<file path="src/icache_consts.svh">
`ifndef ICACHE_CONSTS_SVH
`define ICACHE_CONSTS_SVH

// cache geometry
`define ICACHE_WAYS 2
`define ICACHE_SETS 128

// 32-bit words per block, moved as 64-bit beats
`define ICACHE_BLOCK_WORDS 8

// top nibble of the uncached address region
`define ICACHE_UNCACHED_BASE 4'hA

// fetch address error
`define ICACHE_ECODE_ADEF 6'h08

`endif

</file>
<file path="src/icache_pkg.sv">
`default_nettype none

`include "icache_consts.svh"

package icache_pkg;

    localparam int unsigned BEATS   = `ICACHE_BLOCK_WORDS / 2;
    localparam int unsigned BEAT_W  = $clog2(BEATS);
    localparam int unsigned INDEX_W = $clog2(`ICACHE_SETS);
    localparam int unsigned TAG_W   = 32 - INDEX_W - BEAT_W - 3;

    typedef struct packed {
        logic [TAG_W-1:0]   tag;
        logic [INDEX_W-1:0] index;
        logic [BEAT_W-1:0]  beat;
        logic               word;
        logic [1:0]         byte_off;
    } fetch_view_t;

    // cacop address, way picked by bit 0
    typedef struct packed {
        logic [TAG_W-1:0]   upper;
        logic [INDEX_W-1:0] index;
        logic [BEAT_W+1:0]  unused;
        logic               way;
    } maint_view_t;

    typedef union packed {
        fetch_view_t fetch;
        maint_view_t maint;
    } fetch_addr_u;

    typedef struct packed {
        fetch_addr_u pc;
        logic [1:0]  mask;
        logic        uncached;
        logic        misaligned;
    } fetch_req_t;

    typedef struct packed {
        logic [TAG_W-1:0] tag;
        logic             valid;
    } tag_entry_t;

    typedef struct packed {
        logic [`ICACHE_WAYS-1:0] tag_we;
        logic [`ICACHE_WAYS-1:0] data_we;
        logic [INDEX_W-1:0]      index;
        logic [BEAT_W-1:0]       beat;
        tag_entry_t              entry;
        logic [63:0]             data;
    } array_wr_t;

    typedef struct packed {
        logic [31:0] pc;
        logic [1:0]  mask;
        logic [63:0] insts;
        logic        exc;
        logic [5:0]  ecode;
    } inst_pkt_t;

endpackage

`default_nettype wire

</file>
<file path="src/fetch_result.sv">
`timescale 1ns/1ns
`default_nettype none

`include "icache_consts.svh"

module fetch_result (
    input  icache_pkg::fetch_req_t                    req_i,
    input  logic                                      req_valid_i,
    input  icache_pkg::tag_entry_t [`ICACHE_WAYS-1:0] tags_i,
    input  logic [`ICACHE_WAYS-1:0][63:0]             beats_i,
    input  logic                                      stall_i,
    input  logic [63:0]                               unc_data_i,
    input  logic                                      unc_done_i,
    output logic                                      hit_o,
    output logic                                      inst_valid_o,
    output icache_pkg::inst_pkt_t                     inst_pkt_o
);

    import icache_pkg::*;

    logic [`ICACHE_WAYS-1:0] way_hit;
    logic [63:0]             hit_data;
    logic                    has_lanes;
    logic                    cached_ok;

    // at most one way matches, so OR-ing is the way mux
    always_comb begin
        hit_data = '0;
        for (int w = 0; w < `ICACHE_WAYS; w++) begin
            way_hit[w] = tags_i[w].valid && (tags_i[w].tag == req_i.pc.fetch.tag);
            if (way_hit[w]) begin
                hit_data = hit_data | beats_i[w];
            end
        end
    end

    assign hit_o = |way_hit;

    assign has_lanes    = req_valid_i && |req_i.mask;
    assign cached_ok    = !req_i.uncached && !req_i.misaligned && hit_o && !stall_i;
    assign inst_valid_o = has_lanes && (cached_ok || unc_done_i || req_i.misaligned);

    always_comb begin
        inst_pkt_o.pc    = {req_i.pc[31:3], 3'b000};
        inst_pkt_o.mask  = req_i.mask;
        inst_pkt_o.exc   = req_i.misaligned;
        inst_pkt_o.ecode = req_i.misaligned ? `ICACHE_ECODE_ADEF : 6'd0;
        if (req_i.misaligned) begin
            inst_pkt_o.insts = '0;
        end else if (req_i.uncached) begin
            inst_pkt_o.insts = unc_data_i;
        end else begin
            inst_pkt_o.insts = hit_data;
        end
    end

endmodule

`default_nettype wire

</file>
<file path="config.mk">
export PLATFORM = sky130hd
export DESIGN_NAME = fetch_result
export DESIGN_NICKNAME = d
export VERILOG_FILES = /design/src/icache_pkg.sv /design/src/fetch_result.sv
export VERILOG_INCLUDE_DIRS = /design/src /design/src/src
export SDC_FILE = /design/constraint.sdc
export NUM_CORES = 1
export LEC_CHECK = 0
export BUFFER_PORTS_ARGS = -buffer_cell sky130_fd_sc_hd__buf_2
export CAP_MARGIN = 20
export CORE_AREA = 3 3 148 150
export DETAILED_ROUTE_END_ITERATION = 10
export DIE_AREA = 0 0 151 153
export PLACE_DENSITY = 0.51
export SLEW_MARGIN = 5
export SYNTH_ARGS = -nofsm -noshare
export SYNTH_HDL_FRONTEND = slang
export SYNTH_SLANG_ARGS = --single-unit
</file>
<file path="constraint.sdc">
create_clock -name vclk -period 2.3
set_input_delay 0.46 -clock vclk [all_inputs]
set_output_delay 0.46 -clock vclk [all_outputs]
set_load 0.02 [all_outputs]
</file>
* Word level (Yosys, flattened, before mapping)
Index checks and enable logic that the tools add are counted.
** Word-level totals
- Register bits :: 0
- Input port bits :: 273
** Operators by class
- Equality and inequality tests :: 2
- Mux-type cells :: 5
- Bitwise logic cells :: 1
- Reductions and logical operators :: 14
** Operators with widths (number)
- 2-to-1 mux 64 bit :: 4
- OR 64 bit :: 1
- == test 20 bit :: 2
- logical AND 1 bit :: 7
- 2-to-1 mux 4 bit :: 1
- OR reduction 2 bit :: 2
- logical NOT 1 bit :: 3
- logical OR 1 bit :: 2

* Longest topological paths before layout
Gate-level depths: netlist of run 1.
- Depth after elaboration :: 8
- Mapped depth :: 7
- Depth with buffers taken out :: 5

* Worst setup path before layout of run 1
Ideal clock, no wire load.
- Kind :: input -> output
- From :: input req_i[23] (netlist bit)
- To :: output inst_pkt_o[10] (netlist bit)
- Data arrival time :: 2.024 ns
- Required time :: 1.840 ns
- Setup slack :: -0.184 ns
- Cell stages on the path :: 7
- Buffers on the path :: 2
- Cells stage by stage :: xor2_1 -> or4_4 -> nor4_4 -> buf_6 -> buf_6 -> and3_1 -> o31a_1
** RTL lines
- from (decl) :: line fetch_result.sv:7 : input icache_pkg::fetch_req_t req_i,
- to (decl) :: line fetch_result.sv:16 : output icache_pkg::inst_pkt_t inst_pkt_o

==> results of run 1 <==
==> metal layers <==
layer	GRT usage [%]	wire length [um]	vias up
li1	-	-	2463
met3	1.54	1290	22
met5	0	13	-
met4	1.73	286	2
met1	15.2	6660	2270
met2	24.2	8640	230
==> synthesized netlist by cell type <==
cell type	number	area (um2)
or4_1	3	22.5
nor4_4	1	21.3
conb_1	1	3.75
nand2b_1	5	31.3
nand4b_1	1	8.76
a211o_1	1	8.76
nor4_1	9	56.3
buf_2	4	20.0
xor2_1	29	254
nand2_1	1	3.75
a21oi_1	64	320
o21ai_0	2	10.0
o2111ai_1	1	8.76
o31a_1	64	561
buf_1	3	11.3
xnor2_1	8	70.1
inv_1	129	484
o211ai_1	1	7.51
nand4_1	4	25.0
clkbuf_1	36	135
nor4b_1	1	8.76
nor3_1	67	335
buf_6	6	67.6
or3_1	2	12.5
nand3_1	2	10.0
nor2_1	3	11.3
or4_4	1	11.3
and3_1	65	407
buf_4	41	308
==> final timing paths <==
path | endpoint | slack, ps | start
setup / recovery | inst_pkt_o[70] | -550 | tags_i[28]
hold / removal | inst_pkt_o[76] | 920 | req_i[7]
==> power groups by stage <==
stage             Clock, mW  Combinational (mW)  Sequential [mW]
2_1_floorplan             0               0.451                0
3_3_place_gp              0               0.814                0
3_5_place_dp              0               0.814                0
4_1_cts                   0               0.897                0
5_1_grt        0.0000000581                1.02                0
6_report       0.0000000581               0.935                0
==> per-stage QoR <==
step	setup WS [ps]	utilization, %	cells	setup TNS, ps	power [mW]
5_1_grt	-608	28.9	1150	-36460	1.02
6_report	-548	28.9	1150	-30470	0.935
4_1_cts	-549	27.6	1146	-30930	0.897
2_1_floorplan	-184	-	562	-10660	0.451
3_3_place_gp	-608	25.2	1141	-35020	0.814
3_5_place_dp	-632	25.2	1141	-36490	0.814
==> final cells by class <==
| cell class | instances | area, um2 |
|---|---|---|
| Fill cell | 2301 | 14800 |
| Timing Repair Buffer | 402 | 2760 |
| Multi-Input combinational cell | 343 | 2430 |
| Inverter | 129 | 484 |
| Tap cell | 275 | 344 |
| Antenna cell | 1 | 2.50 |
==> repair_timing <==
item	in CTS	in global routing
hold buffers	0	0
endpoints found under the setup margin	66	66
buffers inserted	5	2
resized for setup	133	45
cloned	1	2
pin swaps	12	16
==> logic make-up (layout without fill, tap and decap cells) <==
| family | count (synthesis) | after routing |
|---|---|---|
| AND/OR/NAND/NOR | 165 | 165 |
| AO/OA/AOI/OAI | 133 | 133 |
| buffers and inverters | 219 | 531 |
| XOR/XNOR | 37 | 37 |
| other | 1 | 9 |
==> summary.md, run 1 <==
## Floorplanning
- **horizontal die dimension** 151 um
- **core area** 20800 um2
- **initial cell density of the core** 15.5%
- **ports placed on the boundary** 380
- **DIE AREA** 23100 um2
- **std cell rows** 53
- **Die Ht** 153 um

## Power and ir drop
- **Internal Dissipation** 0.470 mW
- **P per Cell Area** 155 nW/um2
- **P_sw** 0.466 mW
- **Net Sw Frac** 49.8%
- **maximum vdd ir drop** 92.8 uV
- **leakage power figure** 3.41 nW
- **Flop pwr share** 0%
- **clock network fraction of design power** 0%
- **combinational share of power** 100.0%

## GRT
- **number of antenna violations at the first check in global routing** 2
- **GRT overflow** 0
- **global-route wire length before repair** 24200 um
- **maximum number of pins on one net before global-route repair** 129
- **vias in the first global route** 4690
- **global routing usage summed across all routing layers** 12.6%

## Worst setup path
- **delay contributed by the slowest stage of the critical path** 540 ps
- **cell repeated most along the worst path** buf_6
- **Crit Path Class** input pin to primary output
- **worst path cell trace** buf_6, xor2_2, or4_4, nor4_4, buf_6, buf_12, and3_4, o31a_1, buf_6
- **endpoint kind of the worst setup timing path** primary output
- **Crit path max-delay family** simple AND/OR/NAND/NOR gates
- **Req. time, crit path** 1840 ps
- **crit path max-delay cell type** or4_4
- **arrival time reported for the critical path endpoint** 2390 ps
- **largest fanout on the critical path** 8
- **crit path launch type** input pin
- **buffering stage count on the worst path with inverters included** 4
- **path length in cells of the critical path** 9

## Yosys
- **number of different library cells in the post-synthesis netlist** 29
- **Syn Inst Count** 555
- **cell area after technology mapping** 3230 um2
- **multiplexer share of the synthesized area** 0%
- **largest family of logic cells by synthesized area** buffers and inverters
- **adder-cell share of the synthesized area** 0%
- **Syn. warnings** 0
- **compound-gate portion of the synthesized area** 28.3%
- **Simple-Gate Fraction of Synth Area** 29.8%
- **sequential fraction of the synthesis area** 0%
- **Avg Synthesized Cell Area** 5.83 um2
- **XOR/XNOR share of the synthesized area** 10.0%

## Timing
- **fmax** 351 MHz
- **final setup violation count** 66
- **setup repair after global routing missed its margin** true
- **number of max-slew violations in the final report** 0
- **Worst Setup Slack, final** -548 ps
- **worst slew pin tran** 648 ps
- **final hold viol count** 0
- **hold_ws** 920 ps
- **time the final worst path needs with I/O delays and setup** 2850 ps
- **Period Utilization, post-route** 124%
- **worst slew margin relative to its limit** 56.8%

## Routing
- **First DRT Iteration DRCs** 243
- **count of antenna-violating nets left after detailed routing** 0
- **number of DRC violations after detailed routing** 0
- **DR vias/cell** 4.34
- **detailed-route via count** 4987
- **routed length per instance** 14.7 um
- **Initial DRT Pass Iterations** 7
- **wire length after detailed routing** 16900 um

## Status
- **violations in the final reports** negative setup slack
- **outcome** finished, violations left

## Place
- **placer's final routability congestion estimate** 0.835
- **total of buffers placed on input and output ports** 351
- **cell area after placement** 5240 um2
- **Detailed Place HPWL** 13000 um

## Finish
- **P&R area growth vs syn** 86.2%
- **number of clock buffer instances in the layout** 0
- **leading cell type in the layout, fill and taps excluded** buf_2
- **layout cells sized above 1** 49.4%
- **commonest cells after routing, fill and taps aside** buf_2, inv_1, buf_6
- **Finished Cell Area** 6020 um2
- **net count of the finished layout** 1149
- **Seq Cell Count** 0
- **combined flip-flop and latch cell area** 0 um2

## Job
- **number of max-cap violations** 0

## Worst hold path
- **hold-critical path depth** 0
- **Hold WC Path Type** input pin to primary output

(Power assumes the default switching activity.)
==> run 2, diff against run 1 <==
Settings changed: CORE_AREA 3 3 148 150 to 3 3 146 148, DIE_AREA 0 0 151 153 to 0 0 149 151.
Clock period 2.3 ns to 3.2 ns, I/O delays scaled along.
==> run 2 against run 1 <==
The run now ends clean. Critical path depth unchanged. Hold slack better by 360 ps. First-iteration DRC count is 4.9% lower. Final cell count shrank 2.9%. Combinational power fell by 34%. Flip-flop and latch count stayed put. Design area shrank 8.5%. Highest routed layer is now met4. Global-route usage decreased by 0.37 points. Wire length down 0.97%. Clock-buffer cell count unchanged. Die area is 2.6% lower. Non-clock buffer count is 27 lower.
==> summary.md, run 2 (synthesis results as in run 1) <==
## Timing
- **number of max-slew violations in the final report** 0
- **time the final worst path needs with I/O delays and setup** 3170 ps
- **Worst Setup Slack, final** 33.0 ps
- **setup repair after global routing missed its margin** true
- **final setup violation count** 0
- **Period Utilization, post-route** 99.0%
- **fmax** 316 MHz
- **hold_ws** 1280 ps
- **Final TNS setup** 0 ps
- **final hold viol count** 0

## Routing
- **wire length after detailed routing** 16700 um
- **count of antenna-violating nets left after detailed routing** 0
- **detailed-route via count** 4757
- **number of DRC violations after detailed routing** 0
- **Initial DRT Pass Iterations** 4
- **routed length per instance** 15.0 um
- **First DRT Iteration DRCs** 231
- **DR vias/cell** 4.26

## Place
- **total of buffers placed on input and output ports** 351
- **placer's final routability congestion estimate** 0.780
- **Cell Count Post-Placement** 1113
- **Detailed Place HPWL** 12900 um
- **Worst Setup Slack post-DPL** -85.5 ps
- **cell area after placement** 5070 um2

## Worst setup path
- **Req. time, crit path** 2560 ps
- **worst path cell trace** buf_2, xor2_2, or4_4, nor4_4, buf_6, buf_12, and3_1, o31a_1, buf_4
- **Crit Path Class** input pin to primary output
- **crit path max-delay cell type** or4_4
- **largest fanout on the critical path** 9
- **endpoint kind of the worst setup timing path** primary output
- **crit path launch type** input pin
- **delay contributed by the slowest stage of the critical path** 550 ps
- **arrival time reported for the critical path endpoint** 2530 ps

## Status
- **outcome** complete, no violations

## Worst hold path
- **hold wc startpoint** req_i[7]
- **Hold WC Path Type** input pin to primary output
- **end point of the most critical hold path** inst_pkt_o[76]
- **hold-critical path depth** 0

## Finish
- **commonest cells after routing, fill and taps aside** buf_2, inv_1, nor3_1
- **leading cell type in the layout, fill and taps excluded** buf_2
- **P&R area growth vs syn** 70.3%
- **antenna diode count** 0
- **Seq Cell Count** 0
- **net count of the finished layout** 1122
- **final non-filler cell total** 1117
- **combined flip-flop and latch cell area** 0 um2
- **layout cells sized above 1** 45.3%
- **Layout fillers** 2310
- **Finished Cell Area** 5510 um2
- **number of clock buffer instances in the layout** 0
- **area taken by multi-input logic gates** 2270 um2

## Power and ir drop
- **Flop pwr share** 0%
- **clock network fraction of design power** 0%
- **Internal Dissipation** 0.300 mW
- **leakage power figure** 3.22 nW
- **combinational share of power** 100.0%
- **Net Sw Frac** 51.3%
- **P_sw** 0.315 mW
- **maximum vdd ir drop** 76.1 uV
- **P per Cell Area** 112 nW/um2

## Floorplanning
- **DIE AREA** 22500 um2
- **Die Ht** 151 um
- **std cell rows** 52
- **horizontal die dimension** 149 um
- **initial cell density of the core** 16.0%
- **core area** 20200 um2
- **ports placed on the boundary** 380

## GRT
- **GRT overflow** 0
- **vias in the first global route** 4483
- **maximum number of pins on one net before global-route repair** 61
- **global routing usage summed across all routing layers** 12.3%
- **number of antenna violations at the first check in global routing** 0
- **global-route wire length before repair** 22800 um

## Clock tree
- **post-cts hold buffer count** 0

## Job
- **number of max-cap violations** 0

run 2: changes by cell type in the layout (fill, tap and decap cells not counted), sizes merged:
cell    before  now
buf        400  372
clkbuf       2    3
diode        1    0
run 2: worst max path at each step:
stage / from / endpoint / slack, ps / cells after the start
after floorplan: req_i[23] / inst_pkt_o[10] / 360 / 7
after global placement: req_i[23] / inst_pkt_o[30] / -80 / 8
after detailed placement: req_i[23] / inst_pkt_o[30] / -90 / 8
after CTS: req_i[19] / inst_pkt_o[30] / 0.5 / 9
after global routing: tags_i[25] / inst_pkt_o[30] / -80 / 9
final: tags_i[25] / inst_pkt_o[30] / 30 / 9
run 2: what timing repair did:
item                       4_1_cts  5_1_grt
gates cloned                     0        3
buffers inserted                 1        0
pin swaps                        1        2
gates resized for setup          4      111
setup endpoints to repair       49       63
run 2: layout make-up:
class | count | share of cell area, %
inverter | 129 | 8.79
timing repair buffer | 375 | 43.9
tap | 270 | 6.13
multi-input combinational | 343 | 41.1
run 2: worst max-delay path: cells and delay by family:
| family | cells | cell delay, ps |
|---|---|---|
| buffers and inverters | 4 | 640 |
| xor gates and xnor gates | 1 | 150 |
| and+or+nand+nor | 3 | 940 |
| AOI/OAI and AO/OA | 1 | 150 |
run 2: power by group through the flow:
stage               registers, mW  logic (mW)  clock network [mW]
CTS                             0       0.569                   0
global route                    0       0.669                   0
global placement                0       0.564                   0
floorplan                       0       0.324                   0
detailed placement              0       0.564                   0
finish                          0       0.615                   0
run 2: metal layers:
layer	share of wire (%)	GRT usage (%)	vias up	wire length (um)
li1	-	-	2408	-
met4	1.2	1.51	0	206
met5	0	0	-	0
met1	41	15.2	2134	6930
met3	6.4	1.32	18	1070
met2	51	23.4	197	8510
run 2: per-stage QoR:
step | util, % | total power, mW
2_1_floorplan | - | 0.324
3_3_place_gp | 25.1 | 0.564
3_5_place_dp | 25.1 | 0.564
4_1_cts | 25.2 | 0.569
5_1_grt | 27.3 | 0.669
6_report | 27.3 | 0.615
==> run 3, diff against run 2 <==
--- a/config.mk
+++ b/config.mk
@@ -14,2 +14,3 @@
 export PLACE_DENSITY = 0.51
+export SETUP_SLACK_MARGIN = 0.5
 export SLEW_MARGIN = 5
==> constraint.sdc (replaced) <==
create_clock -name vclk -period 3.2
set_input_delay 0.16 -clock vclk [all_inputs]
set_output_delay 0.16 -clock vclk [all_outputs]
set_load 0.02 [all_outputs]
==> run 3 against run 2 <==
Setup slack improved by 800 ps. Flip-flop and latch count did not move. Design area shrank 11%. Global-route usage down 0.10 points. Critical path depth is 1 lower. First-iteration DRC count rose by 3.9%. Via count is 2.2% lower. Combinational power shrank 11%. Sequential share of layout area unchanged.
==> summary.md, run 3 (synthesis results as in run 1) <==
## GRT
- **GRT overflow** 0
- **vias in the first global route** 4424
- **number of antenna violations at the first check in global routing** 0
- **maximum number of pins on one net before global-route repair** 54
- **global routing usage summed across all routing layers** 12.2%
- **global-route wire length before repair** 22500 um

## Floorplanning
- **Die Ht** 151 um
- **core area** 20200 um2
- **std cell rows** 52
- **horizontal die dimension** 149 um
- **DIE AREA** 22500 um2
- **ports placed on the boundary** 380
- **initial cell density of the core** 16.0%

## Worst setup path
- **crit path launch type** input pin
- **arrival time reported for the critical path endpoint** 2200 ps
- **endpoint kind of the worst setup timing path** primary output
- **Req. time, crit path** 3040 ps
- **Crit Path Class** input pin to primary output
- **largest fanout on the critical path** 34

## Job
- **number of max-cap violations** 0

## Timing
- **time the final worst path needs with I/O delays and setup** 2360 ps
- **final hold viol count** 0
- **number of max-slew violations in the final report** 0
- **worst slew margin relative to its limit** 56.1%
- **hold_ws** 320 ps
- **Final TNS setup** 0 ps
- **worst slew pin tran** 659 ps
- **Period Utilization, post-route** 73.9%
- **final setup violation count** 0
- **setup repair after global routing missed its margin** false
- **fmax** 423 MHz

## Finish
- **layout cells sized above 1** 43.8%
- **combined flip-flop and latch cell area** 0 um2
- **Layout fillers** 2308
- **number of clock buffer instances in the layout** 0
- **Seq Cell Count** 0
- **final non-filler cell total** 1103
- **commonest cells after routing, fill and taps aside** buf_2, inv_1, nor3_1
- **P&R area growth vs syn** 52.1%
- **antenna diode count** 0
- **leading cell type in the layout, fill and taps excluded** buf_2
- **net count of the finished layout** 1108

## Status
- **outcome** complete, no violations

## Routing
- **routed length per instance** 14.4 um
- **Initial DRT Pass Iterations** 4
- **First DRT Iteration DRCs** 240
- **wire length after detailed routing** 15800 um
- **DR vias/cell** 4.22
- **detailed-route via count** 4650
- **count of antenna-violating nets left after detailed routing** 0
- **number of DRC violations after detailed routing** 0

## Place
- **total of buffers placed on input and output ports** 351
- **placer's final routability congestion estimate** 0.771
- **Detailed Place HPWL** 12600 um
- **Cell Count Post-Placement** 1103

## Clock tree
- **buffers inserted by post-CTS timing repair** 0
- **CTS resizes** 0
- **post-cts hold buffer count** 0

## Worst hold path
- **Hold WC Path Type** input pin to primary output
- **hold wc startpoint** req_i[7]
- **hold-critical path depth** 0
- **end point of the most critical hold path** inst_pkt_o[76]

## Power and ir drop
- **maximum vdd ir drop** 96.5 uV
- **P per Cell Area** 111 nW/um2
- **leakage power figure** 3.06 nW

[run 3: cell count changes in the layout (fill, tap and decap cells not counted), moves of 2 or more]
cell       delta
clkbuf_16     -3
buf_4        -26
or4_4         -2
and3_1        +3
buf_6        -44
buf_12        -6
buf_2        +65
and3_4        -3
[run 3: per-stage QoR]
| step | instance area (um2) | power, mW | worst slack (ps) | util, % |
|---|---|---|---|---|
| 2_1_floorplan | 3260 | 0.324 | 1320 | - |
| 3_3_place_gp | 4920 | 0.548 | 829 | 24.4 |
| 3_5_place_dp | 4920 | 0.548 | 823 | 24.4 |
| 4_1_cts | 4920 | 0.551 | 817 | 24.4 |
| 5_1_grt | 4920 | 0.600 | 715 | 24.4 |
| 6_report | 4920 | 0.545 | 835 | 24.4 |
[run 3: power by group]
part / switching [mW] / internal (mW) / total [mW]
Sequential: 0 / 0 / 0
Combinational: 0.301 / 0.244 / 0.545
Clock: 0 / 0 / 0
Total: 0.301 / 0.244 / 0.545
[run 3: layout make-up]
cell class | instances | area, um2 | area share [%]
Timing Repair Buffer | 361 | 1860 | 37.8
Multi-Input combinational cell | 343 | 2240 | 45.5
Tap cell | 270 | 338 | 6.87
Inverter | 129 | 484 | 9.84
[run 3: layer usage]
metal | GRT usage [%] | vias up | part of all wire (%)
met5 | 0 | - | 0
met4 | 1.33 | 0 | 0.90
met3 | 1.35 | 12 | 6.9
met2 | 23.6 | 200 | 51
met1 | 14.8 | 2058 | 41
li1 | - | 2380 | -
[run 3: how the worst max path moves through the flow]
stage | from | end | slack [ps]
after CTS | req_i[23] | inst_pkt_o[30] | 820
after global routing | req_i[23] | inst_pkt_o[30] | 720
final | req_i[23] | inst_pkt_o[30] | 840
after floorplan | req_i[23] | inst_pkt_o[10] | 1320
after detailed placement | req_i[23] | inst_pkt_o[30] | 820
after global placement | req_i[23] | inst_pkt_o[30] | 830
[run 3: critical path, cell delays in order]
cell and delay (ps):
buf_2 120, xor2_1 180, or4_4 560, nor4_4 240, buf_4 350, and3_1 230
o31a_1 160, buf_2 180
