===== src/icache_consts.svh =====
`ifndef ICACHE_CONSTS_SVH
`define ICACHE_CONSTS_SVH

// cache geometry
`define ICACHE_WAYS 2
`define ICACHE_SETS 128

// 32-bit words per block, moved as 64-bit beats
`define ICACHE_BLOCK_WORDS 8

// top nibble of the uncached address region
`define ICACHE_UNCACHED_BASE 4'hA

// fetch address error
`define ICACHE_ECODE_ADEF 6'h08

`endif


===== src/icache_pkg.sv =====
`default_nettype none

`include "icache_consts.svh"

package icache_pkg;

    localparam int unsigned BEATS   = `ICACHE_BLOCK_WORDS / 2;
    localparam int unsigned BEAT_W  = $clog2(BEATS);
    localparam int unsigned INDEX_W = $clog2(`ICACHE_SETS);
    localparam int unsigned TAG_W   = 32 - INDEX_W - BEAT_W - 3;

    typedef struct packed {
        logic [TAG_W-1:0]   tag;
        logic [INDEX_W-1:0] index;
        logic [BEAT_W-1:0]  beat;
        logic               word;
        logic [1:0]         byte_off;
    } fetch_view_t;

    // cacop address, way picked by bit 0
    typedef struct packed {
        logic [TAG_W-1:0]   upper;
        logic [INDEX_W-1:0] index;
        logic [BEAT_W+1:0]  unused;
        logic               way;
    } maint_view_t;

    typedef union packed {
        fetch_view_t fetch;
        maint_view_t maint;
    } fetch_addr_u;

    typedef struct packed {
        fetch_addr_u pc;
        logic [1:0]  mask;
        logic        uncached;
        logic        misaligned;
    } fetch_req_t;

    typedef struct packed {
        logic [TAG_W-1:0] tag;
        logic             valid;
    } tag_entry_t;

    typedef struct packed {
        logic [`ICACHE_WAYS-1:0] tag_we;
        logic [`ICACHE_WAYS-1:0] data_we;
        logic [INDEX_W-1:0]      index;
        logic [BEAT_W-1:0]       beat;
        tag_entry_t              entry;
        logic [63:0]             data;
    } array_wr_t;

    typedef struct packed {
        logic [31:0] pc;
        logic [1:0]  mask;
        logic [63:0] insts;
        logic        exc;
        logic [5:0]  ecode;
    } inst_pkt_t;

endpackage

`default_nettype wire


===== src/refill_ctrl.sv =====
`timescale 1ns/1ns
`default_nettype none

`include "icache_consts.svh"

module refill_ctrl (
    input  logic                   clk,
    input  logic                   rst_n,
    input  icache_pkg::fetch_req_t req_i,
    input  logic                   req_valid_i,
    input  logic                   hit_i,
    input  logic                   inst_ready_i,
    input  logic                   cacop_valid_i,
    input  logic [1:0]             cacop_op_i,
    input  logic [31:0]            cacop_addr_i,
    input  logic                   mem_resp_ready_i,
    input  logic                   mem_data_valid_i,
    input  logic [31:0]            mem_data_i,
    output logic                   stall_o,
    output icache_pkg::array_wr_t  wr_o,
    output logic [63:0]            unc_data_o,
    output logic                   unc_done_o,
    output logic                   cacop_ready_o,
    output logic                   cacop_done_o,
    output logic                   mem_addr_valid_o,
    output logic [31:0]            mem_addr_o,
    output logic [7:0]             mem_len_o
);

    import icache_pkg::*;

    typedef enum logic [2:0] {
        S_IDLE,
        S_MISS_REQ,
        S_MISS_DATA,
        S_REPLAY,
        S_UNC_REQ,
        S_UNC_DATA
    } state_e;

    state_e                  state_q;
    state_e                  state_d;
    logic [3:0]              cnt_q;
    logic [31:0]             lo_q;
    logic [1:0][31:0]        unc_q;
    logic [`ICACHE_SETS-1:0] repl_q;
    fetch_addr_u             cacop_addr;
    logic                    active;
    logic                    need_refill;
    logic                    need_unc;
    logic                    unc_first;
    logic                    unc_lane;
    logic                    unc_full;
    logic [3:0]              unc_len;
    logic                    last_word;
    logic [`ICACHE_WAYS-1:0] way_oh;

    assign cacop_addr  = cacop_addr_i;
    assign active      = req_valid_i && |req_i.mask && !req_i.misaligned;
    assign need_refill = active && !req_i.uncached && !hit_i;
    assign need_unc    = active && req_i.uncached;

    // uncached lanes, mask 10 starts at the upper word
    assign unc_len   = (req_i.mask == 2'b11) ? 4'd2 : 4'd1;
    assign unc_first = (req_i.mask == 2'b10);
    assign unc_lane  = unc_first ^ cnt_q[0];
    assign unc_full  = (cnt_q == unc_len);
    assign last_word = (cnt_q == 4'(`ICACHE_BLOCK_WORDS - 1));
    assign way_oh    = `ICACHE_WAYS'(1) << repl_q[req_i.pc.fetch.index];

    // request fields are held by the stage while the FSM is busy
    assign mem_addr_o = req_i.uncached
                      ? ({req_i.pc[31:3], 3'b000} + (unc_first ? 32'd4 : 32'd0))
                      : {req_i.pc.fetch.tag, req_i.pc.fetch.index, {(BEAT_W + 3){1'b0}}};
    assign mem_len_o  = req_i.uncached ? {4'd0, unc_len} : 8'(`ICACHE_BLOCK_WORDS);

    assign unc_data_o    = unc_q;
    assign cacop_ready_o = (state_q == S_IDLE);
    assign cacop_done_o  = cacop_valid_i && cacop_ready_o;

    always_comb begin
        state_d          = state_q;
        stall_o          = 1'b0;
        mem_addr_valid_o = 1'b0;
        unc_done_o       = 1'b0;
        wr_o             = '0;
        wr_o.index       = req_i.pc.fetch.index;
        wr_o.beat        = cnt_q[BEAT_W:1];
        wr_o.data        = {mem_data_i, lo_q};
        wr_o.entry.tag   = req_i.pc.fetch.tag;
        wr_o.entry.valid = 1'b1;
        case (state_q)
            S_IDLE: begin
                if (need_refill || need_unc) begin
                    stall_o          = 1'b1;
                    mem_addr_valid_o = 1'b1;
                    if (mem_resp_ready_i) begin
                        state_d = need_refill ? S_MISS_DATA : S_UNC_DATA;
                    end else begin
                        state_d = need_refill ? S_MISS_REQ : S_UNC_REQ;
                    end
                end
                // index invalidate, ops 2 and 3 only get acked
                if (cacop_done_o && !cacop_op_i[1]) begin
                    wr_o.tag_we = `ICACHE_WAYS'(1) << cacop_addr.maint.way;
                    wr_o.index  = cacop_addr.maint.index;
                    wr_o.entry  = '0;
                end
            end
            S_MISS_REQ: begin
                stall_o          = 1'b1;
                mem_addr_valid_o = 1'b1;
                if (mem_resp_ready_i) begin
                    state_d = S_MISS_DATA;
                end
            end
            S_MISS_DATA: begin
                stall_o = 1'b1;
                // odd word completes a beat
                if (mem_data_valid_i && cnt_q[0]) begin
                    wr_o.data_we = way_oh;
                    if (last_word) begin
                        wr_o.tag_we = way_oh;
                        state_d     = S_REPLAY;
                    end
                end
            end
            S_REPLAY: begin
                stall_o = 1'b1;
                state_d = S_IDLE;
            end
            S_UNC_REQ: begin
                stall_o          = 1'b1;
                mem_addr_valid_o = 1'b1;
                if (mem_resp_ready_i) begin
                    state_d = S_UNC_DATA;
                end
            end
            S_UNC_DATA: begin
                if (unc_full) begin
                    unc_done_o = 1'b1;
                    if (inst_ready_i) begin
                        state_d = S_IDLE;
                    end
                end else begin
                    stall_o = 1'b1;
                end
            end
            default: begin
                state_d = S_IDLE;
            end
        endcase
    end

    always_ff @(posedge clk) begin
        if (!rst_n) begin
            state_q <= S_IDLE;
            cnt_q   <= '0;
            repl_q  <= '0;
        end else begin
            state_q <= state_d;
            if (state_q == S_IDLE) begin
                cnt_q <= '0;
            end else if (mem_data_valid_i && (state_q == S_MISS_DATA ||
                         (state_q == S_UNC_DATA && !unc_full))) begin
                cnt_q <= cnt_q + 4'd1;
            end
            // flip the victim way once the block is in
            if (state_q == S_MISS_DATA && mem_data_valid_i && last_word) begin
                repl_q[req_i.pc.fetch.index] <= ~repl_q[req_i.pc.fetch.index];
            end
        end
    end

    always_ff @(posedge clk) begin
        if (state_q == S_MISS_DATA && mem_data_valid_i && !cnt_q[0]) begin
            lo_q <= mem_data_i;
        end
        if (state_q == S_IDLE) begin
            unc_q <= '0;
        end else if (state_q == S_UNC_DATA && mem_data_valid_i && !unc_full) begin
            unc_q[unc_lane] <= mem_data_i;
        end
    end

endmodule

`default_nettype wire


===== config.mk =====
export PLATFORM = sky130hd
export DESIGN_NAME = refill_ctrl
export DESIGN_NICKNAME = d
export VERILOG_FILES = /design/src/icache_pkg.sv /design/src/refill_ctrl.sv
export VERILOG_INCLUDE_DIRS = /design/src /design/src/src
export SDC_FILE = /design/constraint.sdc
export NUM_CORES = 1
export LEC_CHECK = 0
export ABC_AREA = 0
export BUFFER_PORTS_ARGS = -buffer_cell sky130_fd_sc_hd__buf_2
export CAP_MARGIN = 20
export CORE_MARGIN = 5
export CORE_UTILIZATION = 40
export DETAILED_ROUTE_END_ITERATION = 12
export PLACE_DENSITY = 0.71
export SYNTH_ARGS = -nofsm -noshare
export SYNTH_HDL_FRONTEND = slang
export SYNTH_SLANG_ARGS = --single-unit

===== constraint.sdc =====
create_clock -name clk -period 5.5 [get_ports clk]
set_input_delay 0.825 -clock clk [delete_from_list [all_inputs] [get_ports clk]]
set_output_delay 0.825 -clock clk [all_outputs]
set_load 0.05 [all_outputs]

# Word level (Yosys, flattened, before mapping)
# Index checks and enable logic that the tools add are counted.
[word_totals] register_bits=231 latch_bits=0 mem_bits_rw=0 rom_bits=0 input_bits=110 output_inout_bits=207 word_cells=102 memories=0
[op_classes] add_sub_neg=2 mul=0 div_mod_pow=0 order_cmp=4 n_eq_ne=16 shifts=2 mux=38 n_bitwise=3 reduce_logical=31
[ops] operator="$bwmux W128" n=1
[ops] operator="$bwmux W64" n=1
[ops] operator="$mux W32" n=2
[ops] operator="$mux W21" n=2
[ops] operator="$mux W3" n=11
[ops] operator="$add A32 B3 Y32" n=1
[ops] operator="$demux W32 S1" n=1
[ops] operator="$logic_and A1 B1 Y1" n=17
[ops] operator="$pmux W3 S5" n=1
[ops] operator="$mux W7" n=2
[ops] operator="$ne A2 B2 Y1 const B" n=6
[ops] operator="$lt A7 B8 Y1 const B" n=1
[ops] operator="$mux W2" n=4
[ops] operator="$mux W4" n=2
[ops] operator="$bmux W1 S7" n=1
[ops] operator="$demux W1 S7" n=1
[ops] operator="$ge A7 B1 Y1 const B" n=1
[ops] operator="$reduce_and A7 Y1" n=1
[ops] operator="$eq A3 B2 Y1 const B" n=2
[ops] operator="$eq A3 B3 Y1 const B" n=2
[ops] operator="$logic_not A1 Y1" n=6
[ops] operator="$mux W1" n=6
[ops] operator="$reduce_or A2 Y1" n=3
[ops] operator="$add A4 B1 Y4 const B" n=1
[ops] operator="other kinds (16)" n=20

# Logic depth before layout (Yosys ltp)
# Gate-level depths: netlist (run 1).
[logic_depth] ltp_word=9 ltp_mapped=12 depth_no_buf=7

# Least setup slack after synthesis (run 1)
# Ideal clock, no wire load.
[synth_path] path_type="input port to output port" start="in req_i[9] in the netlist's numbering" end="out wr_o[96] in the netlist's numbering" t_arrival_ps=3243 slack_ps=1432 stages=7 cell_sequence="buf_6 mux4_2 mux4_2 a31oi_4 buf_6 nand2_1 o22ai_1"
[synth_rtl] element="from (decl)" line_no="refill_ctrl.sv:9" text="input icache_pkg::fetch_req_t req_i,"
[synth_rtl] element="to (decl)" line_no="refill_ctrl.sv:20" text="output icache_pkg::array_wr_t wr_o,"

==> results.yml, run 1 <==
hold_path:
  whs_path_depth: 2
  hp-class: "register to register"
timing:
  fin_crit_sh_pct: 76.9
  max_freq_mhz: 236
  period_needed_ns: 4.23
  tightestPinTransition_ns: 1.11
  clock-skew-final_ns: 0.0120
  slew_headroom_pct: 26.3
  setup_violations: 0
  fin_setup_tns_ns: 0
  setup_slack_ns: 1.27
  rsz0062_at_grt: "no"
  maxSlewViolCount: 0
  hold_viol_final: 0
setup_path:
  endpoint_kind: "output pin"
  cp_max_fo: 34
  cp_slowest_cell: "buf_2"
  critPathMaxStageDelay_ns: 0.63
  cp.depth: 9
  critPathKind: "input port to output pin"
  ff2ff_path_depth: 7
  cp_cell_sequence: "buf_2 -> nor2b_1 -> a22oi_1 -> nand3_1 -> o21ai_0 -> o21ai_0 -> nand4_4 -> nor3b_2 -> buf_2"
  cp.arrival_ns: 3.40
  cp_top_family: "simple AND/OR/NAND/NOR gates"
  worstSetupStartpointType: "input port"
  worstPathRequired_ns: 4.68
  path_buf_inv: 2
floorplan:
  coreArea_um2: 27000
  ios: 317
  dieArea_um2: 30800
  std_cell_rows: 60
  initial_core_util_pct: 40.6
  fp.dieH_um: 175
  die_x_um: 175
power:
  p_comb_share_pct: 20.7
  internal_power_mw: 2.97
  switching_power_mw: 1.45
  p_per_area_nw_per_um2: 344
  switching_share_pct: 32.7
  power.share.sequential_pct: 39.8
  leakagePower_nw: 4.86
  clock_power_share_pct: 39.5
  peakVddDrop_mv: 0.209
final_layout:
  multi_input_area_um2: 5060
  post-route-util_pct: 47.7
  area_growth_pct: 17.4
  drive_gt1_share_pct: 25.3
  fillCellCount: 2594
  fin_nets: 1574
  regArea_um2: 4940
  antennaDiodeCount: 0
place:
  dp.final_hpwl_mm: 22.5
  dp_slack_ns: 1.24
  finalWeightedCongestion: 0.905
  io_buffers: 281
yosys:
  synth-edff-count: 32
  synthArstFlopShare_pct: 0
  yosysUniqueCellTypes: 54
  synth-seq-cells: 231
  ys_seq_area_share_pct: 45.2
  syn_inst: 1305
  synth_flop_cell: "dfxtp_1"
  synth_warnings: 0
  syn_avg_cell_area_um2: 8.39
  syn_area_um2: 10900
detailed_routing:
  antenna_left: 0
  finalWirelength_mm: 33.3
  wl_per_cell_um: 18.3
  dr.pass1.iters: 5
  vias_per_cell: 5.40
  drt_iter0_drc: 836
  num_vias: 9834
  post-route-drc-count: 0
grt:
  grt-ovfl-total: 0
  first_global_vias: 9056
  track_usage_pct: 20.1
  grt_max_degree: 97
  grt_pass1_wl_mm: 50.7
  antenna_found_initial: 1
job:
  cap_viol_max_count: 0
cts:
  numCtsBuffers: 25
  post_cts_buffers: 0
  clk_pin_slew_ns: 0.06
  cts.sinks: 231
  cts.hold.buffers_added: 0
  cts_tree: "yes"
  cts_resized: 0
  cts.path.max_buffers: 3
  clk_latency_ns: 0.53
  clockRootBuffer: "clkbuf_16"
  cts_max_level: 1
outcome:
  status: "completed"
cells by family (layout without fill, tap and decap cells):
logic type,Yosys count,in the layout,synth area share (%)
simple gates,555,555,20.9
compound gates,287,287,18.3
flops,231,231,45.2
buf+inv,178,348,9.10
mux,47,47,5.93
xor+xnor,4,4,0.320
fa+ha+maj,2,2,0.229
other cells,1,7,0.0342
worst paths after layout:
check	slack [ns]	from	endpoint
hold / removal	0.45	unc_data_o[11]$_SDFFE_PN0P_	unc_data_o[11]$_SDFFE_PN0P_
setup reg to reg	2.53	cnt_q[0]$_SDFFE_PP0P_	repl_q[31]$_SDFFE_PN0P_
setup / recovery	1.27	req_i[11]	wr_o[94]
hold reg to reg	0.45	unc_data_o[11]$_SDFFE_PN0P_	unc_data_o[11]$_SDFFE_PN0P_
registers in the layout, summed over array words and instances, names as in the netlist:
register    count
lo_q           32
cnt_q           4
repl_q        128
state_q         3
unc_data_o     64
power groups by stage:
stage                     Sequential [mW]  Clock [mW]  Combinational, mW
after CTS                            1.76        1.78              0.913
after global routing                 1.76        1.86              0.964
after detailed placement             1.80           0              0.910
after floorplan                      1.83           0              0.677
after global placement               1.79           0              0.911
final                                1.76        1.75              0.915
per-stage QoR:
stage          instances  cell area, um^2  hold WS (ns)  total power [mW]
2_1_floorplan       1311            11000         0.442              2.50
3_3_place_gp        1775            12000         0.440              2.70
3_5_place_dp        1775            12000         0.444              2.71
4_1_cts             1821            12800         0.452              4.45
5_1_grt             1822            12900         0.473              4.59
6_report            1822            12900         0.451              4.42
metal layers:
layer  routed length [um]  global-route usage (%)  vias up  share of wire (%)
li1                     -                       -     4768                  -
met1                13900                    26.5     4639                 42
met2                15900                    33.9      372                 48
met3                 2540                    3.64       53                7.6
met4                  879                    5.78        2                2.6
met5                   13                       0        -              0.039
cells in the mapped netlist, types with 8 or more instances:
cell type	number	share of area, %
nand2_1	356	12
dfxtp_1	199	36
nor2_1	117	4.0
o22ai_1	88	5.0
clkbuf_1	73	2.5
buf_4	71	4.9
a21oi_1	69	3.2
edfxtp_1	32	8.8
o21bai_1	32	2.2
o311a_1	32	2.9
and2_1	30	1.7
mux2i_1	21	1.9
nor2b_1	15	0.86
a22oi_1	14	0.96
buf_2	13	0.59
mux2_2	13	1.3
mux4_2	13	2.7
o21ai_0	11	0.50
nand3_1	10	0.46
o22ai_2	10	1.1
a221oi_1	9	0.72
inv_1	8	0.27
cell type report:
type                       instances  area share (%)
inverter                           8           0.234
tap                              341            3.32
clock inverter                    14            1.49
clock buffer                      32            5.15
multi-input combinational        902            39.3
sequential                       231            38.5
timing repair buffer             294            12.0
worst reg2reg max path, delay by kind of cell (launching register included):
family / cells / cell delay [ns]
and+or+nand+nor: 5 / 1.93
DFF: 1 / 0.56
adders and majority gates: 1 / 0.25
AOI/OAI and AO/OA: 1 / 0.14
placed cells by master (no fill, tap or decap), drive strengths merged, types with 13 or more instances in the layout:
| cell type | netlist | layout |
|---|---|---|
| dfxtp | 199 | 199 |
| o22ai | 98 | 98 |
| nor2 | 117 | 117 |
| edfxtp | 32 | 32 |
| o311a | 32 | 32 |
| a22oi | 14 | 14 |
| mux2i | 21 | 21 |
| nand2 | 356 | 356 |
| mux2 | 13 | 13 |
| a21oi | 69 | 69 |
| buf | 97 | 294 |
| mux4 | 13 | 13 |
| nor2b | 15 | 15 |
| clkbuf | 73 | 32 |
| o21bai | 32 | 32 |
| and2 | 30 | 30 |
Note: power is estimated with default switching activity, not from simulation.
==> run 2, diff against run 1 <==
ABC_AREA = 1   (was 0)
PLACE_DENSITY = 0.73   (was 0.71)
clock period = 3.77 ns   (was 5.5 ns; I/O delays follow)
==> run 2 against run 1 <==
Compared with the run above: flip-flop and latch count is the same; clock power up 38%; first-iteration DRC count rose by 2.9%; sequential share of layout area fell by 1.0 points; critical path depth is 1 higher; area after synthesis up 2.8%; final cell count rose by 15%; setup slack lost 0.85 ns; clock-buffer cell count up 4; critical endpoint is now wr_o[96]; highest routed layer unchanged.
==> results.yml, run 2 <==
outcome:
  status: "completed"
detailed_routing:
  antenna_left: 0
  finalWirelength_mm: 34.0
  num_vias: 10631
  vias_per_cell: 5.05
  drt_iter0_drc: 860
  post-route-drc-count: 0
  wl_per_cell_um: 16.2
  dr.pass1.iters: 5
cts:
  post_cts_buffers: 0
  numCtsBuffers: 25
  cts.sinks: 231
  cts_max_level: 1
  cts_tree: "yes"
  cts_resized: 0
  clk_pin_slew_ns: 0.06
  clockRootBuffer: "clkbuf_16"
  cts.hold.buffers_added: 0
  cts.path.max_buffers: 3
  clk_latency_ns: 0.53
yosys:
  synth.top_cells.by_count: "nand2_1, dfxtp_1, nor2_1"
  synth-edff-count: 32
  yosysTopAreaCell: "dfxtp_1"
  synth_most_common_cell: "nand2_1"
  synth_warnings: 0
  yosys.area.top_type_share_pct: 35.4
  syn_inst: 1523
  syn_avg_cell_area_um2: 7.39
  yosysUniqueCellTypes: 34
  synth-seq-cells: 231
  ys_seq_area_share_pct: 43.9
  syn_area_um2: 11300
  synth_area_leaders: "dfxtp_1, nand2_1, edfxtp_1, a21oi_2, o21ai_0"
  synth_flop_cell: "dfxtp_1"
  synthArstFlopShare_pct: 0
final_layout:
  fin_nets: 1819
  regArea_um2: 4940
  multi_input_area_um2: 4900
  regMostFlops: "repl_q"
  fillCellCount: 2800
  layout_common_cells: "nand2_1, buf_2, dfxtp_1"
  final_common_cell: "nand2_1"
  drive_gt1_share_pct: 26.5
  largest_reg_flops: 128
  area_growth_pct: 17.4
  antennaDiodeCount: 0
power:
  peakVddDrop_mv: 0.333
  p_total_mw: 6.62
  leakagePower_nw: 5.68
  p_per_area_nw_per_um2: 501
place:
  finalWeightedCongestion: 0.862
  dp.final_hpwl_mm: 23.4
  dp_slack_ns: 0.421
  io_buffers: 281
setup_path:
  reg2reg_to: "repl_q[94]$_SDFFE_PN0P_"
  worstPathRequired_ns: 3.20
  regToRegStartpoint: "cnt_q[0]$_SDFFE_PP0P_"
  ff2ff_path_depth: 7
  cp.arrival_ns: 2.78
  worstSetupStartpointType: "register"
  critPathKind: "register to output pin"
  endpoint_kind: "output pin"
  cp_max_fo: 24
  rrSetupSlack_ns: 0.88
timing:
  period_needed_ns: 3.35
  tightestPinTransition_ns: 1.07
  setup_slack_ns: 0.420
  setup_violations: 0
  rsz0062_at_grt: "no"
  clock-skew-final_ns: 0.0155
  fin_setup_tns_ns: 0
  hold-worst-slack_ns: 0.267
  max_freq_mhz: 298
  slew_headroom_pct: 28.8
  maxSlewViolCount: 0
  fin_crit_sh_pct: 88.9
  hold_viol_final: 0
floorplan:
  dieArea_um2: 31600
  coreArea_um2: 27800
  initial_core_util_pct: 40.5
  ios: 317
  std_cell_rows: 61
  fp.dieH_um: 178
  die_x_um: 178
grt:
  track_usage_pct: 20.3
  grt_pass1_wl_mm: 52.2
  grt_max_degree: 129
  grt-ovfl-total: 0
  antenna_found_initial: 1
  first_global_vias: 9892
job:
  cap_viol_max_count: 0
hold_path:
  hp-class: "input port to register"
  min_to: "lo_q[10]$_DFFE_PP_"
  whs_path_depth: 1
  min_from: "mem_data_i[10]"
[run 2: layout make-up]
cell class	instances	share of cell area, %
Tap cell	378	3.58
Sequential cell	231	37.4
Clock inverter	10	0.833
Clock buffer	36	5.27
Multi-Input combinational cell	1013	37.1
Timing Repair Buffer	301	12.0
Inverter	135	3.85
[run 2: how the worst max path moves through the flow]
stage,from,end,cells after the start
after global placement,req_i[10],wr_o[97],14
final,state_q[0]$_SDFFE_PN0P_,wr_o[96],10
after detailed placement,req_i[10],repl_q[45]$_SDFFE_PN0P_,15
after floorplan,req_i[10],wr_o[94],14
after CTS,state_q[0]$_SDFFE_PN0P_,wr_o[96],10
after global routing,state_q[0]$_SDFFE_PN0P_,wr_o[96],10
[run 2: cell families after synthesis]
logic type | synth area share (%)
and+or+nand+nor | 22.1
AOI/OAI and AO/OA | 20.7
buffers and inverters | 13.0
DFF | 43.9
adders and majority gates | 0.222
xor gates and xnor gates | 0.0778
other | 0.0333
[run 2: report_power, final]
group / internal [mW] / leakage [nW] / switching [mW]
Combinational: 0.329 / 3.40 / 1.31
Sequential: 2.54 / 1.89 / 0.0274
Clock: 1.42 / 0.387 / 0.992
[run 2: critical path, cell delays in order, from the launching register on]
cell and delay (ns):
dfxtp_1 0.35, nor2_1 0.21, inv_1 0.09, nor2_2 0.10, inv_1 0.10, nor3_2 0.13
buf_4 0.25, inv_1 0.39, or2_0 0.33, nand2_1 0.06, buf_2 0.25
[run 2: metrics by stage]
step	util [%]	area (um^2)	instances
finish	47.6	13200	2104
detailed placement	44.7	12400	2058
global placement	44.7	12400	2058
global route	47.6	13200	2104
CTS	47.6	13200	2104
floorplan	-	11300	1529
[run 2: layer usage]
| layer | track usage (%) | share of wire, % | vias to the layer above | wire length, um |
|---|---|---|---|---|
| li1 | - | - | 5231 | - |
| met1 | 25.8 | 41 | 4902 | 14100 |
| met2 | 34.5 | 47 | 420 | 15900 |
| met3 | 3.58 | 8.4 | 76 | 2860 |
| met4 | 7.48 | 3.4 | 2 | 1170 |
| met5 | 0 | 0.038 | - | 13 |
